===== config.mk =====
export PLATFORM = sky130hd
export DESIGN_NAME = execute
export DESIGN_NICKNAME = d
export VERILOG_FILES = /design/src/exec_pkg.sv /design/src/fu_alu.sv /design/src/fu_branch.sv /design/src/fu_mul.sv /design/src/cdb_arbiter.sv /design/src/execute.sv
export SDC_FILE = /design/constraint.sdc
export NUM_CORES = 2
export LEC_CHECK = 0
export ABC_AREA = 0
export BUFFER_PORTS_ARGS = -buffer_cell sky130_fd_sc_hd__buf_2
export CAP_MARGIN = 10
export CORE_ASPECT_RATIO = 0.5
export CORE_UTILIZATION = 35
export CTS_CLUSTER_SIZE = 14
export DETAILED_ROUTE_END_ITERATION = 6
export GPL_TIMING_DRIVEN = 0
export HOLD_SLACK_MARGIN = 0.12
export PLACE_DENSITY = 0.61
export SYNTH_ARGS = -nofsm -noshare
export SYNTH_HDL_FRONTEND = slang
export SYNTH_SLANG_ARGS = --single-unit
export TNS_END_PERCENT = 100

===== constraint.sdc =====
create_clock -name clk -period 22.9 [get_ports clk]
set_clock_uncertainty 0.15 [all_clocks]
set_input_delay 4.58 -clock clk [delete_from_list [all_inputs] [get_ports clk]]
set_output_delay 4.58 -clock clk [all_outputs]
set_load 0.01 [all_outputs]

===== src/exec_pkg.sv =====
package exec_pkg;

    // datapath and tag widths
    localparam int xlen = 32;
    localparam int rob_idx_w = 6;
    localparam int preg_w = 6;

    // multiplier pipeline depth, issue to result slot
    localparam int mul_stages = 4;

    // integer alu operations, register and immediate forms share these
    typedef enum logic [3:0] {
        alu_add,
        alu_sub,
        alu_and,
        alu_or,
        alu_xor,
        alu_sll,
        alu_srl,
        alu_sra,
        alu_slt,
        alu_sltu
    } alu_op_t;

    // conditional branches plus the two jumps
    typedef enum logic [2:0] {
        br_beq,
        br_bne,
        br_blt,
        br_bge,
        br_bltu,
        br_bgeu,
        br_jal,
        br_jalr
    } br_op_t;

    // m extension multiplies
    typedef enum logic [1:0] {
        mul_mul,
        mul_mulh,
        mul_mulhsu,
        mul_mulhu
    } mul_op_t;

    // cdb arbitration order
    typedef enum logic [1:0] {
        sel_alu,
        sel_br,
        sel_mul
    } unit_sel_t;

endpackage


===== src/fu_alu.sv =====
`timescale 1ns/100ps

module fu_alu (
    input  logic                            clk,
    input  logic                            rst,
    input  logic                            alu_valid,
    input  exec_pkg::alu_op_t               alu_op,
    input  logic [exec_pkg::xlen-1:0]       alu_a,
    input  logic [exec_pkg::xlen-1:0]       alu_b,
    input  logic [exec_pkg::rob_idx_w-1:0]  alu_rob_idx,
    input  logic [exec_pkg::preg_w-1:0]     alu_pd,
    output logic                            alu_ready,
    output logic                            res_valid,
    output logic [exec_pkg::rob_idx_w-1:0]  res_rob_idx,
    output logic [exec_pkg::preg_w-1:0]     res_pd,
    output logic [exec_pkg::xlen-1:0]       res_value,
    input  logic                            res_take
);
    import exec_pkg::*;

    logic [xlen-1:0] result;
    logic [4:0]      shamt;

    assign shamt = alu_b[4:0];

    always_comb begin
        case (alu_op)
            alu_add:  result = alu_a + alu_b;
            alu_sub:  result = alu_a - alu_b;
            alu_and:  result = alu_a & alu_b;
            alu_or:   result = alu_a | alu_b;
            alu_xor:  result = alu_a ^ alu_b;
            alu_sll:  result = alu_a << shamt;
            alu_srl:  result = alu_a >> shamt;
            alu_sra:  result = $unsigned($signed(alu_a) >>> shamt);
            alu_slt:  result = {{(xlen-1){1'b0}}, $signed(alu_a) < $signed(alu_b)};
            alu_sltu: result = {{(xlen-1){1'b0}}, alu_a < alu_b};
            default:  result = '0;
        endcase
    end

    // slot frees up in the same cycle it is taken
    assign alu_ready = !res_valid || res_take;

    always_ff @(posedge clk) begin
        if (rst) begin
            res_valid <= 1'b0;
        end else if (alu_valid && alu_ready) begin
            res_valid <= 1'b1;
        end else if (res_take) begin
            res_valid <= 1'b0;
        end
    end

    always_ff @(posedge clk) begin
        if (alu_valid && alu_ready) begin
            res_rob_idx <= alu_rob_idx;
            res_pd      <= alu_pd;
            res_value   <= result;
        end
    end

endmodule


===== src/fu_branch.sv =====
`timescale 1ns/100ps

module fu_branch (
    input  logic                            clk,
    input  logic                            rst,
    input  logic                            br_valid,
    input  exec_pkg::br_op_t                br_op,
    input  logic [exec_pkg::xlen-1:0]       br_a,
    input  logic [exec_pkg::xlen-1:0]       br_b,
    input  logic [exec_pkg::xlen-1:0]       br_pc,
    input  logic [exec_pkg::xlen-1:0]       br_imm,
    input  logic [exec_pkg::rob_idx_w-1:0]  br_rob_idx,
    input  logic [exec_pkg::preg_w-1:0]     br_pd,
    output logic                            br_ready,
    output logic                            res_valid,
    output logic [exec_pkg::rob_idx_w-1:0]  res_rob_idx,
    output logic [exec_pkg::preg_w-1:0]     res_pd,
    output logic [exec_pkg::xlen-1:0]       res_value,
    output logic                            res_redirect,
    output logic [exec_pkg::xlen-1:0]       res_target,
    input  logic                            res_take
);
    import exec_pkg::*;

    logic            taken;
    logic            is_jump;
    logic [xlen-1:0] pc_target;
    logic [xlen-1:0] jalr_sum;
    logic [xlen-1:0] link;

    always_comb begin
        case (br_op)
            br_beq:  taken = br_a == br_b;
            br_bne:  taken = br_a != br_b;
            br_blt:  taken = $signed(br_a) < $signed(br_b);
            br_bge:  taken = $signed(br_a) >= $signed(br_b);
            br_bltu: taken = br_a < br_b;
            br_bgeu: taken = br_a >= br_b;
            // jumps always redirect
            default: taken = 1'b1;
        endcase
    end

    assign is_jump   = (br_op == br_jal) || (br_op == br_jalr);
    assign pc_target = br_pc + br_imm;
    assign jalr_sum  = br_a + br_imm;
    assign link      = br_pc + 32'd4;

    assign br_ready = !res_valid || res_take;

    always_ff @(posedge clk) begin
        if (rst) begin
            res_valid <= 1'b0;
        end else if (br_valid && br_ready) begin
            res_valid <= 1'b1;
        end else if (res_take) begin
            res_valid <= 1'b0;
        end
    end

    always_ff @(posedge clk) begin
        if (br_valid && br_ready) begin
            res_rob_idx  <= br_rob_idx;
            res_pd       <= br_pd;
            res_value    <= is_jump ? link : '0;
            res_redirect <= taken;
            // jalr drops bit 0 of the sum
            res_target   <= (br_op == br_jalr) ? {jalr_sum[xlen-1:1], 1'b0} : pc_target;
        end
    end

endmodule


===== src/fu_mul.sv =====
`timescale 1ns/100ps

module fu_mul (
    input  logic                            clk,
    input  logic                            rst,
    input  logic                            mul_valid,
    input  exec_pkg::mul_op_t               mul_op,
    input  logic [exec_pkg::xlen-1:0]       mul_a,
    input  logic [exec_pkg::xlen-1:0]       mul_b,
    input  logic [exec_pkg::rob_idx_w-1:0]  mul_rob_idx,
    input  logic [exec_pkg::preg_w-1:0]     mul_pd,
    output logic                            mul_ready,
    output logic                            res_valid,
    output logic [exec_pkg::rob_idx_w-1:0]  res_rob_idx,
    output logic [exec_pkg::preg_w-1:0]     res_pd,
    output logic [exec_pkg::xlen-1:0]       res_value,
    input  logic                            res_take
);
    import exec_pkg::*;

    logic                   advance;
    logic                   a_signed;
    logic                   b_signed;
    logic [mul_stages-1:0]  vld;
    logic [rob_idx_w-1:0]   rob_q [mul_stages];
    logic [preg_w-1:0]      pd_q [mul_stages];
    // op is consumed by the last stage, so it is kept one stage short
    mul_op_t                op_q [mul_stages-1];

    logic signed [xlen:0]     a_ext;
    logic signed [xlen:0]     b_ext;
    logic signed [49:0]       pp_lo;
    logic signed [49:0]       pp_hi;
    logic signed [65:0]       pp_sum;
    logic [2*xlen-1:0]        prod;

    // whole pipe freezes while the last product waits for the cdb
    assign advance   = !(vld[mul_stages-1] && !res_take);
    assign mul_ready = advance;

    assign a_signed = (mul_op != mul_mulhu);
    assign b_signed = (mul_op == mul_mul) || (mul_op == mul_mulh);

    always_ff @(posedge clk) begin
        if (rst) begin
            vld <= '0;
        end else if (advance) begin
            vld <= {vld[mul_stages-2:0], mul_valid};
        end
    end

    // tags and op shift beside the data
    always_ff @(posedge clk) begin
        if (advance) begin
            rob_q[0] <= mul_rob_idx;
            pd_q[0]  <= mul_pd;
            op_q[0]  <= mul_op;
            for (int i = 1; i < mul_stages; i++) begin
                rob_q[i] <= rob_q[i-1];
                pd_q[i]  <= pd_q[i-1];
            end
            for (int i = 1; i < mul_stages - 1; i++) begin
                op_q[i] <= op_q[i-1];
            end
        end
    end

    // 33x17 partial products, b split at bit 16
    assign pp_sum = {{16{pp_lo[49]}}, pp_lo} + ({{16{pp_hi[49]}}, pp_hi} <<< 16);

    always_ff @(posedge clk) begin
        if (advance) begin
            a_ext     <= $signed({a_signed & mul_a[xlen-1], mul_a});
            b_ext     <= $signed({b_signed & mul_b[xlen-1], mul_b});
            pp_lo     <= 50'(a_ext) * 50'($signed({1'b0, b_ext[15:0]}));
            pp_hi     <= 50'(a_ext) * 50'($signed(b_ext[xlen:16]));
            prod      <= pp_sum[2*xlen-1:0];
            res_value <= (op_q[mul_stages-2] == mul_mul) ? prod[xlen-1:0] : prod[2*xlen-1:xlen];
        end
    end

    assign res_valid   = vld[mul_stages-1];
    assign res_rob_idx = rob_q[mul_stages-1];
    assign res_pd      = pd_q[mul_stages-1];

    a_stall_hold: assert property (@(posedge clk) disable iff (rst)
        (res_valid && !res_take) |=>
            (res_valid && $stable(res_rob_idx) && $stable(res_pd) && $stable(res_value)));

endmodule


===== src/cdb_arbiter.sv =====
`timescale 1ns/100ps

module cdb_arbiter (
    input  logic                            clk,
    input  logic                            rst,
    input  logic                            alu_res_valid,
    input  logic [exec_pkg::rob_idx_w-1:0]  alu_res_rob_idx,
    input  logic [exec_pkg::preg_w-1:0]     alu_res_pd,
    input  logic [exec_pkg::xlen-1:0]       alu_res_value,
    output logic                            alu_res_take,
    input  logic                            br_res_valid,
    input  logic [exec_pkg::rob_idx_w-1:0]  br_res_rob_idx,
    input  logic [exec_pkg::preg_w-1:0]     br_res_pd,
    input  logic [exec_pkg::xlen-1:0]       br_res_value,
    input  logic                            br_res_redirect,
    input  logic [exec_pkg::xlen-1:0]       br_res_target,
    output logic                            br_res_take,
    input  logic                            mul_res_valid,
    input  logic [exec_pkg::rob_idx_w-1:0]  mul_res_rob_idx,
    input  logic [exec_pkg::preg_w-1:0]     mul_res_pd,
    input  logic [exec_pkg::xlen-1:0]       mul_res_value,
    output logic                            mul_res_take,
    output logic                            cdb_valid,
    output logic [exec_pkg::rob_idx_w-1:0]  cdb_rob_idx,
    output logic [exec_pkg::preg_w-1:0]     cdb_pd,
    output logic [exec_pkg::xlen-1:0]       cdb_value,
    output logic                            cdb_redirect,
    output logic [exec_pkg::xlen-1:0]       cdb_target,
    input  logic                            cdb_ready
);
    import exec_pkg::*;

    unit_sel_t ptr;
    unit_sel_t grant_sel;
    logic      grant_any;
    logic      load;

    function automatic unit_sel_t next_unit(input unit_sel_t u);
        case (u)
            sel_alu: next_unit = sel_br;
            sel_br:  next_unit = sel_mul;
            default: next_unit = sel_alu;
        endcase
    endfunction

    // first valid slot at or after the pointer
    always_comb begin
        unit_sel_t cand;
        logic      cand_vld;
        grant_sel = ptr;
        grant_any = 1'b0;
        cand      = ptr;
        for (int i = 0; i < 3; i++) begin
            case (cand)
                sel_alu: cand_vld = alu_res_valid;
                sel_br:  cand_vld = br_res_valid;
                sel_mul: cand_vld = mul_res_valid;
                default: cand_vld = 1'b0;
            endcase
            if (cand_vld && !grant_any) begin
                grant_sel = cand;
                grant_any = 1'b1;
            end
            cand = next_unit(cand);
        end
    end

    assign load         = (!cdb_valid || cdb_ready) && grant_any;
    assign alu_res_take = load && (grant_sel == sel_alu);
    assign br_res_take  = load && (grant_sel == sel_br);
    assign mul_res_take = load && (grant_sel == sel_mul);

    always_ff @(posedge clk) begin
        if (rst) begin
            cdb_valid <= 1'b0;
            ptr       <= sel_alu;
        end else if (load) begin
            cdb_valid <= 1'b1;
            ptr       <= next_unit(grant_sel);
        end else if (cdb_ready) begin
            cdb_valid <= 1'b0;
        end
    end

    // only branch results carry a redirect
    always_ff @(posedge clk) begin
        if (load) begin
            case (grant_sel)
                sel_br: begin
                    cdb_rob_idx  <= br_res_rob_idx;
                    cdb_pd       <= br_res_pd;
                    cdb_value    <= br_res_value;
                    cdb_redirect <= br_res_redirect;
                    cdb_target   <= br_res_target;
                end
                sel_mul: begin
                    cdb_rob_idx  <= mul_res_rob_idx;
                    cdb_pd       <= mul_res_pd;
                    cdb_value    <= mul_res_value;
                    cdb_redirect <= 1'b0;
                    cdb_target   <= '0;
                end
                default: begin
                    cdb_rob_idx  <= alu_res_rob_idx;
                    cdb_pd       <= alu_res_pd;
                    cdb_value    <= alu_res_value;
                    cdb_redirect <= 1'b0;
                    cdb_target   <= '0;
                end
            endcase
        end
    end

    a_take_onehot: assert property (@(posedge clk) disable iff (rst)
        $onehot0({alu_res_take, br_res_take, mul_res_take}));

    a_take_valid: assert property (@(posedge clk) disable iff (rst)
        load |-> ((grant_sel == sel_alu && alu_res_valid) ||
                  (grant_sel == sel_br && br_res_valid) ||
                  (grant_sel == sel_mul && mul_res_valid)));

    a_cdb_stable: assert property (@(posedge clk) disable iff (rst)
        (cdb_valid && !cdb_ready) |=>
            (cdb_valid && $stable(cdb_rob_idx) && $stable(cdb_pd) && $stable(cdb_value)
             && $stable(cdb_redirect) && $stable(cdb_target)));

endmodule


===== src/execute.sv =====
`timescale 1ns/100ps

module execute (
    input  logic                            clk,
    input  logic                            rst,
    input  logic                            alu_valid,
    output logic                            alu_ready,
    input  exec_pkg::alu_op_t               alu_op,
    input  logic [exec_pkg::xlen-1:0]       alu_a,
    input  logic [exec_pkg::xlen-1:0]       alu_b,
    input  logic [exec_pkg::rob_idx_w-1:0]  alu_rob_idx,
    input  logic [exec_pkg::preg_w-1:0]     alu_pd,
    input  logic                            br_valid,
    output logic                            br_ready,
    input  exec_pkg::br_op_t                br_op,
    input  logic [exec_pkg::xlen-1:0]       br_a,
    input  logic [exec_pkg::xlen-1:0]       br_b,
    input  logic [exec_pkg::xlen-1:0]       br_pc,
    input  logic [exec_pkg::xlen-1:0]       br_imm,
    input  logic [exec_pkg::rob_idx_w-1:0]  br_rob_idx,
    input  logic [exec_pkg::preg_w-1:0]     br_pd,
    input  logic                            mul_valid,
    output logic                            mul_ready,
    input  exec_pkg::mul_op_t               mul_op,
    input  logic [exec_pkg::xlen-1:0]       mul_a,
    input  logic [exec_pkg::xlen-1:0]       mul_b,
    input  logic [exec_pkg::rob_idx_w-1:0]  mul_rob_idx,
    input  logic [exec_pkg::preg_w-1:0]     mul_pd,
    output logic                            cdb_valid,
    output logic [exec_pkg::rob_idx_w-1:0]  cdb_rob_idx,
    output logic [exec_pkg::preg_w-1:0]     cdb_pd,
    output logic [exec_pkg::xlen-1:0]       cdb_value,
    output logic                            cdb_redirect,
    output logic [exec_pkg::xlen-1:0]       cdb_target,
    input  logic                            cdb_ready
);
    import exec_pkg::*;

    // result slots between the units and the arbiter
    logic                 alu_res_valid, br_res_valid, mul_res_valid;
    logic                 alu_res_take, br_res_take, mul_res_take;
    logic [rob_idx_w-1:0] alu_res_rob_idx, br_res_rob_idx, mul_res_rob_idx;
    logic [preg_w-1:0]    alu_res_pd, br_res_pd, mul_res_pd;
    logic [xlen-1:0]      alu_res_value, br_res_value, mul_res_value;
    logic                 br_res_redirect;
    logic [xlen-1:0]      br_res_target;

    fu_alu u_alu (
        .clk(clk), .rst(rst),
        .alu_valid(alu_valid), .alu_op(alu_op), .alu_a(alu_a), .alu_b(alu_b),
        .alu_rob_idx(alu_rob_idx), .alu_pd(alu_pd), .alu_ready(alu_ready),
        .res_valid(alu_res_valid), .res_rob_idx(alu_res_rob_idx), .res_pd(alu_res_pd),
        .res_value(alu_res_value), .res_take(alu_res_take)
    );

    fu_branch u_branch (
        .clk(clk), .rst(rst),
        .br_valid(br_valid), .br_op(br_op), .br_a(br_a), .br_b(br_b),
        .br_pc(br_pc), .br_imm(br_imm),
        .br_rob_idx(br_rob_idx), .br_pd(br_pd), .br_ready(br_ready),
        .res_valid(br_res_valid), .res_rob_idx(br_res_rob_idx), .res_pd(br_res_pd),
        .res_value(br_res_value), .res_redirect(br_res_redirect),
        .res_target(br_res_target), .res_take(br_res_take)
    );

    fu_mul u_mul (
        .clk(clk), .rst(rst),
        .mul_valid(mul_valid), .mul_op(mul_op), .mul_a(mul_a), .mul_b(mul_b),
        .mul_rob_idx(mul_rob_idx), .mul_pd(mul_pd), .mul_ready(mul_ready),
        .res_valid(mul_res_valid), .res_rob_idx(mul_res_rob_idx), .res_pd(mul_res_pd),
        .res_value(mul_res_value), .res_take(mul_res_take)
    );

    cdb_arbiter u_arbiter (
        .clk(clk), .rst(rst),
        .alu_res_valid(alu_res_valid), .alu_res_rob_idx(alu_res_rob_idx),
        .alu_res_pd(alu_res_pd), .alu_res_value(alu_res_value), .alu_res_take(alu_res_take),
        .br_res_valid(br_res_valid), .br_res_rob_idx(br_res_rob_idx),
        .br_res_pd(br_res_pd), .br_res_value(br_res_value),
        .br_res_redirect(br_res_redirect), .br_res_target(br_res_target),
        .br_res_take(br_res_take),
        .mul_res_valid(mul_res_valid), .mul_res_rob_idx(mul_res_rob_idx),
        .mul_res_pd(mul_res_pd), .mul_res_value(mul_res_value), .mul_res_take(mul_res_take),
        .cdb_valid(cdb_valid), .cdb_rob_idx(cdb_rob_idx), .cdb_pd(cdb_pd),
        .cdb_value(cdb_value), .cdb_redirect(cdb_redirect), .cdb_target(cdb_target),
        .cdb_ready(cdb_ready)
    );

endmodule


=== Yosys cells after proc, flatten, opt, wreduce, memory -nomap -nowiden ===
Memories as Yosys holds them, arrays and structs flattened.
Index checks and enable logic that the tools add are counted.

* RAM bits: 54
* Memories: 3
* Register bits: 467
* Logic and storage cells: 135
* Output and inout port bits: 81

* $lt $le $gt $ge: 6
* Shift operators: 3
* Multiply operators: 2
* Reduce and logical (&&, ||, !) cells: 32
* $add $sub $neg: 6
* Mux-type cells: 25
* Equal/unequal tests: 28
* Bitwise logic cells: 5

{| class="wikitable"
|+ Memories
! name !! depth !! bits a word !! read ports !! clocked after memory_dff !! write ports !! RTL line !! source
|-
| u_mul.pd_q || 4 || 6 || 4 || 0 || 4 || fu_mul.sv:26 || <nowiki>logic [preg_w-1:0] pd_q [mul_stages];</nowiki>
|-
| u_mul.rob_q || 4 || 6 || 4 || 0 || 4 || fu_mul.sv:25 || <nowiki>logic [rob_idx_w-1:0] rob_q [mul_stages];</nowiki>
|-
| u_mul.op_q || 3 || 2 || 3 || 0 || 3 || fu_mul.sv:28 || <nowiki>mul_op_t op_q [mul_stages-1];</nowiki>
|}

{| class="wikitable"
|+ Operator list
! operator !! count
|-
| 32-bit case mux with 10 select lines || 1
|-
| 32-bit less-than comparator || 4
|-
| 32-bit adder || 3
|-
| 64-bit adder || 1
|-
| 32-bit >= comparator || 2
|-
| 32-bit two-way mux || 2
|-
| 32-bit case mux with 2 select lines || 1
|-
| 33-bit by 17-bit multiplier with 50-bit output || 1
|-
| 33-bit by 17-bit multiplier with 48-bit output || 1
|-
| 32-bit by 3-bit adder with 32-bit output (second input constant) || 1
|-
| 32-bit AND || 1
|-
| 32-bit == test || 1
|-
| 32-bit inequality test || 1
|-
| 32-bit OR || 1
|-
| 32-bit by 5-bit << shifter with 32-bit output || 1
|-
| 32-bit by 5-bit right shift with 32-bit output || 1
|-
| 32-bit by 5-bit >>> shifter with 32-bit output || 1
|-
| 32-bit subtractor || 1
|-
| 32-bit bitwise XOR || 1
|-
| 6-bit case mux with 2 select lines || 2
|-
| 4-bit by 3-bit == test with 1-bit output (second input constant) || 4
|-
| 3-bit == test (second input constant) || 4
|-
| 2-bit logical NOT || 6
|-
| 2-bit case mux with 2 select lines || 3
|-
| other kinds (19) || 62
|}

=== Depth between registers and ports, before layout ===
* Depth after elaboration: 14
* Gate-level depth with buffers: 26
* Depth with buffers taken out: 25

=== Modules after synthesis ===
Synthesis repeated with hierarchy kept, for this count alone.

* Cells, all modules: 7428
* Area total of the unflattened synthesis: 70068.5 sq um

{| class="wikitable"
|+ Modules (own cells, without submodules)
! module !! seq. area each (sq um) !! area each (sq um) !! cells an instance !! instances
|-
| fu_mul || 9509.1 || 49812.8 || 5018 || 1
|-
| fu_alu || 1341.3 || 9350.2 || 1308 || 1
|-
| fu_branch || 2332.2 || 7249.5 || 799 || 1
|-
| cdb_arbiter || 2372.3 || 3656.0 || 303 || 1
|}

=== Worst setup path before layout ===
No wires, ideal clock.

* Kind: input to output
* Start point: input port cdb_ready
* End point: output port mul_ready
* Required time: 18.170 ns
* Stages: 5
* Setup slack: 4.090 ns
* Arrival: 14.080 ns
* Path buffers: 1
* Cell sequence: nand2b_1 > nor2b_1 > clkbuf_1 > nand2_1 > nand2_1

* Cells in the longest elaborated chain, start to end: 6

{| class="wikitable"
|+ RTL lines
! element !! RTL line !! source
|-
| start, declared || execute.sv:35 || <nowiki>input logic cdb_ready</nowiki>
|-
| 1-bit logical OR || cdb_arbiter.sv:68 || <nowiki>assign load = (!cdb_valid || cdb_ready) && grant_any;</nowiki>
|-
| 1-bit logical AND || cdb_arbiter.sv:68 ||
|-
| named net u_arbiter.load || cdb_arbiter.sv:36 || <nowiki>logic load;</nowiki>
|-
| 1-bit logical AND || cdb_arbiter.sv:71 || <nowiki>assign mul_res_take = load && (grant_sel == sel_mul);</nowiki>
|-
| 1-bit logical NOT || fu_mul.sv:38 || <nowiki>assign advance = !(vld[mul_stages-1] && !res_take);</nowiki>
|-
| 1-bit logical AND || fu_mul.sv:38 ||
|-
| 1-bit logical NOT || fu_mul.sv:38 ||
|-
| end, declared || execute.sv:23 || <nowiki>output logic mul_ready,</nowiki>
|}

The timed path passes the listed nets, and every way through them passes these cells.

=== Final worst setup path ===
Ends and elaborated chain as after synthesis.

==> impl_results.md <==
* Status: completed
* Mean area per synthesized cell at roughly 9.5 um^2
* Total iterations of the first detailed-routing run at 6
* Gr usage total at about 25%
* Setup Fix Bufs, Post-CTS at 0
* Post-synthesis register bit count at between 500 and 600
* Crit end category: output pin
* Netlist cell types at 87
* Crit path cell chain: buf_2 > nand2b_1 > nor2b_1 > clkbuf_4 > buf_16 > nand2_1 > nand2_4 > buf_2
* Post-CTS Resized at 0
* Row cnt at ~120
* Initial DRC count at roughly 4800
* Post-synth ARST share at 0%
* Largest net degree at the start of global routing at just over 70
* Post-Route WL at between 200000 and 250000 um
* Antenna Violating Nets Remaining at 0
* Clock transition at path regs at 0.07 ns
* Root Buffer: clkbuf_16
* Global-route wire length before repair at 364000 um
* Initial antenna violation count at 22
* Post-CTS Hold Fix Bufs at 0
* Final core utilization at 39.0%
* Slew HR at between 10% and 20%
* CTS H-Tree Depth at 2
* Part of the cycle the worst path needs at 48.5%
* Placement Setup Slack at 11.75 ns
* Global route overflow at 0
* Post-DR wirelength/cell at approximately 24 um
* Delay-heaviest family, CP: buffers and inverters
* Tmin final at between 10 and 15 ns
* Post-synth EDFFs at a little over 500
* Starting Density at about a third
* Multi-input combinational cell area at 0.0477 mm^2
* Placeable Area at 0.197 mm^2
* CP Data Arrival Time at between 6 and 7 ns
* CP Class: in -> out
* Max incr delay on CP at ~0.48 ns
* Syn_nets at between 9000 and 10000
* Crit path max fanout at 50
* Non-filler cells, final at between 10000 and 15000
* CTS Sinks at approximately 520
* GP Congestion at around 1.0
* HPWL after DPL at around 210000 um
* Clk_lat worst skew at 0.68 ns
* Worst hold path type: reg -> reg
* Layout Nets at between 9000 and 10000
* Crit start category: primary input
* DRC Markers at 0
* IO Count at about 390
* Sequential area share after synthesis at ~22%
* Die Area at ~0.20 mm^2
* Via/cell ratio at roughly 5.2
* Mapped Cells at ~7300
* DP Area at approximately 0.075 mm^2
* Final hold vios at 0
* Placed cell count at 10400
* Seq. cell area at between 0.015 and 0.02 mm^2
* Fmax at ~90 MHz
* Slowest CP cell: clkbuf_4
* Layout cells sized above 1 at under 10%
* TritonCTS clock tree: done
* Via count at 54800
* Commonest non-fill, non-tap cells in the layout: inv_1, fa_1, nand2_1, edfxtp_1, ha_1
* Max Root-Sink Buffers at 3
* Final setup fails at 0
* Max cap viols at 0
* Area Overhead vs Synth at 10.4%
* Critical path buffer and inverter count at 4
* Most common cell after layout, fill and taps aside: inv_1
* CTS buffer count at 53
* Vias in the first global route at 55400
* Final instance area at around 0.077 mm^2
* Post-Syn Area at between 0.06 and 0.07 mm^2
* Chip height at approximately 320 um
* Main synth FF type: edfxtp_1
* Die Span X at about 630 um
* Crit path top cell by count: buf_2
* Max Slew Vio Count at 0
* WP data required at between 15 and 20 ns
* I/O Buffers at 383
* RSZ-0062 raised after global routing: false
* Slack of the critical path at 11.79 ns
* Slew @ Worst Pin at about 1.3 ns
* Synthesis Warnings at 0
* Fillers at ~20000
==> cells by family after synthesis <==
kind of cell | share of synthesized area [%]
simple gates | 14.1
buf+inv | 9.09
fa+ha+maj | 38.2
compound gates | 10.8
flops | 22.4
xor+xnor | 3.19
mux | 2.19
==> flip-flops by register name (all words and copies together), names as in the netlist, 24 cells and up <==
name	count
u_arbiter.cdb_value	32
u_mul.rob_q	24
u_mul.a_ext	33
u_mul.res_value	32
u_arbiter.cdb_target	32
u_alu.res_value	32
u_mul.pd_q	24
u_mul.b_ext	33
u_branch.res_value	32
u_mul.prod	64
u_mul.pp_hi	48
u_branch.res_target	32
u_mul.pp_lo	50
==> worst reg2reg max path, stage by stage (launching register included) <==
cell and delay [ns]:
edfxtp_1 0.70, clkbuf_1 0.86, nand2_1 0.20, fa_1 0.57, fa_1 0.53, fa_1 0.52, inv_1 0.06, fa_1 0.51
fa_1 0.51, inv_1 0.05, fa_1 0.48, inv_1 0.05, ha_1 0.39, nand3_1 0.17, nor2_1 0.17, nand2_1 0.07
o31ai_1 0.56, a21oi_1 0.34, o31ai_1 0.57, a21oi_1 0.21, nand2_1 0.16, a21boi_0 0.13, o31ai_1 0.27, xor2_1 0.50
==> through the flow <==
step,TNS [ns],hold WS (ns)
3_3_place_gp,-1.08,0.250
2_1_floorplan,0,0.250
4_1_cts,0,0.262
6_report,0,0.259
3_5_place_dp,0,0.255
5_1_grt,0,0.274
==> synth_stat cells, drive strengths merged, types with 41 or more instances <==
| cell | count | area (um^2) |
|---|---|---|
| mux2i | 70 | 701 |
| a21oi | 346 | 1740 |
| nor3 | 70 | 350 |
| a211oi | 45 | 343 |
| fa | 1030 | 20600 |
| nand3 | 67 | 335 |
| a21o | 119 | 893 |
| inv | 1330 | 4990 |
| nor2b | 41 | 257 |
| nand2b | 52 | 325 |
| clkbuf | 327 | 1230 |
| xor2 | 83 | 727 |
| edfxtp | 512 | 15400 |
| o21ai | 251 | 1260 |
| nand2 | 873 | 3280 |
| ha | 475 | 5940 |
| o21a | 53 | 398 |
| a22oi | 47 | 358 |
| o211ai | 43 | 328 |
| xnor2 | 170 | 1490 |
| mux2 | 41 | 462 |
| and2 | 473 | 2960 |
| nor2 | 357 | 1340 |
==> routing by layer <==
| layer | track usage [%] | part of all wire [%] | vias to the layer above |
|---|---|---|---|
| met5 | 0 | 0.010 | - |
| met4 | 12.8 | 6.0 | 4 |
| met3 | 4.18 | 7.7 | 504 |
| met2 | 40.7 | 46 | 2329 |
| met1 | 31.1 | 40 | 27500 |
| li1 | - | - | 24500 |
==> path summary, 6_finish.rpt <==
path	startpoint	end	slack, ns	depth (start not counted)
max	cdb_ready	mul_ready	11.79	8
min	u_mul.pd_q[1][3]	u_mul.pd_q[2][3]	0.26	0
max reg2reg	u_mul.b_ext[2]	u_mul.pp_lo[48]	13.89	23
min reg2reg	u_mul.pd_q[1][3]	u_mul.pd_q[2][3]	0.26	0
==> cell type report <==
class                           instances  area share [%]
Sequential cell                       521            20.3
Buffer                                349            1.72
Timing Repair Buffer                  392            2.78
Inverter                             1333            6.52
Tap cell                             2632            4.29
Clock inverter                         26           0.382
Antenna cell                           13          0.0424
Clock buffer                           73            1.87
Multi-Input combinational cell       5132            62.1
Power is not shown: default switching activity piles up to over one toggle a cycle in this logic, so the estimate is an artifact.
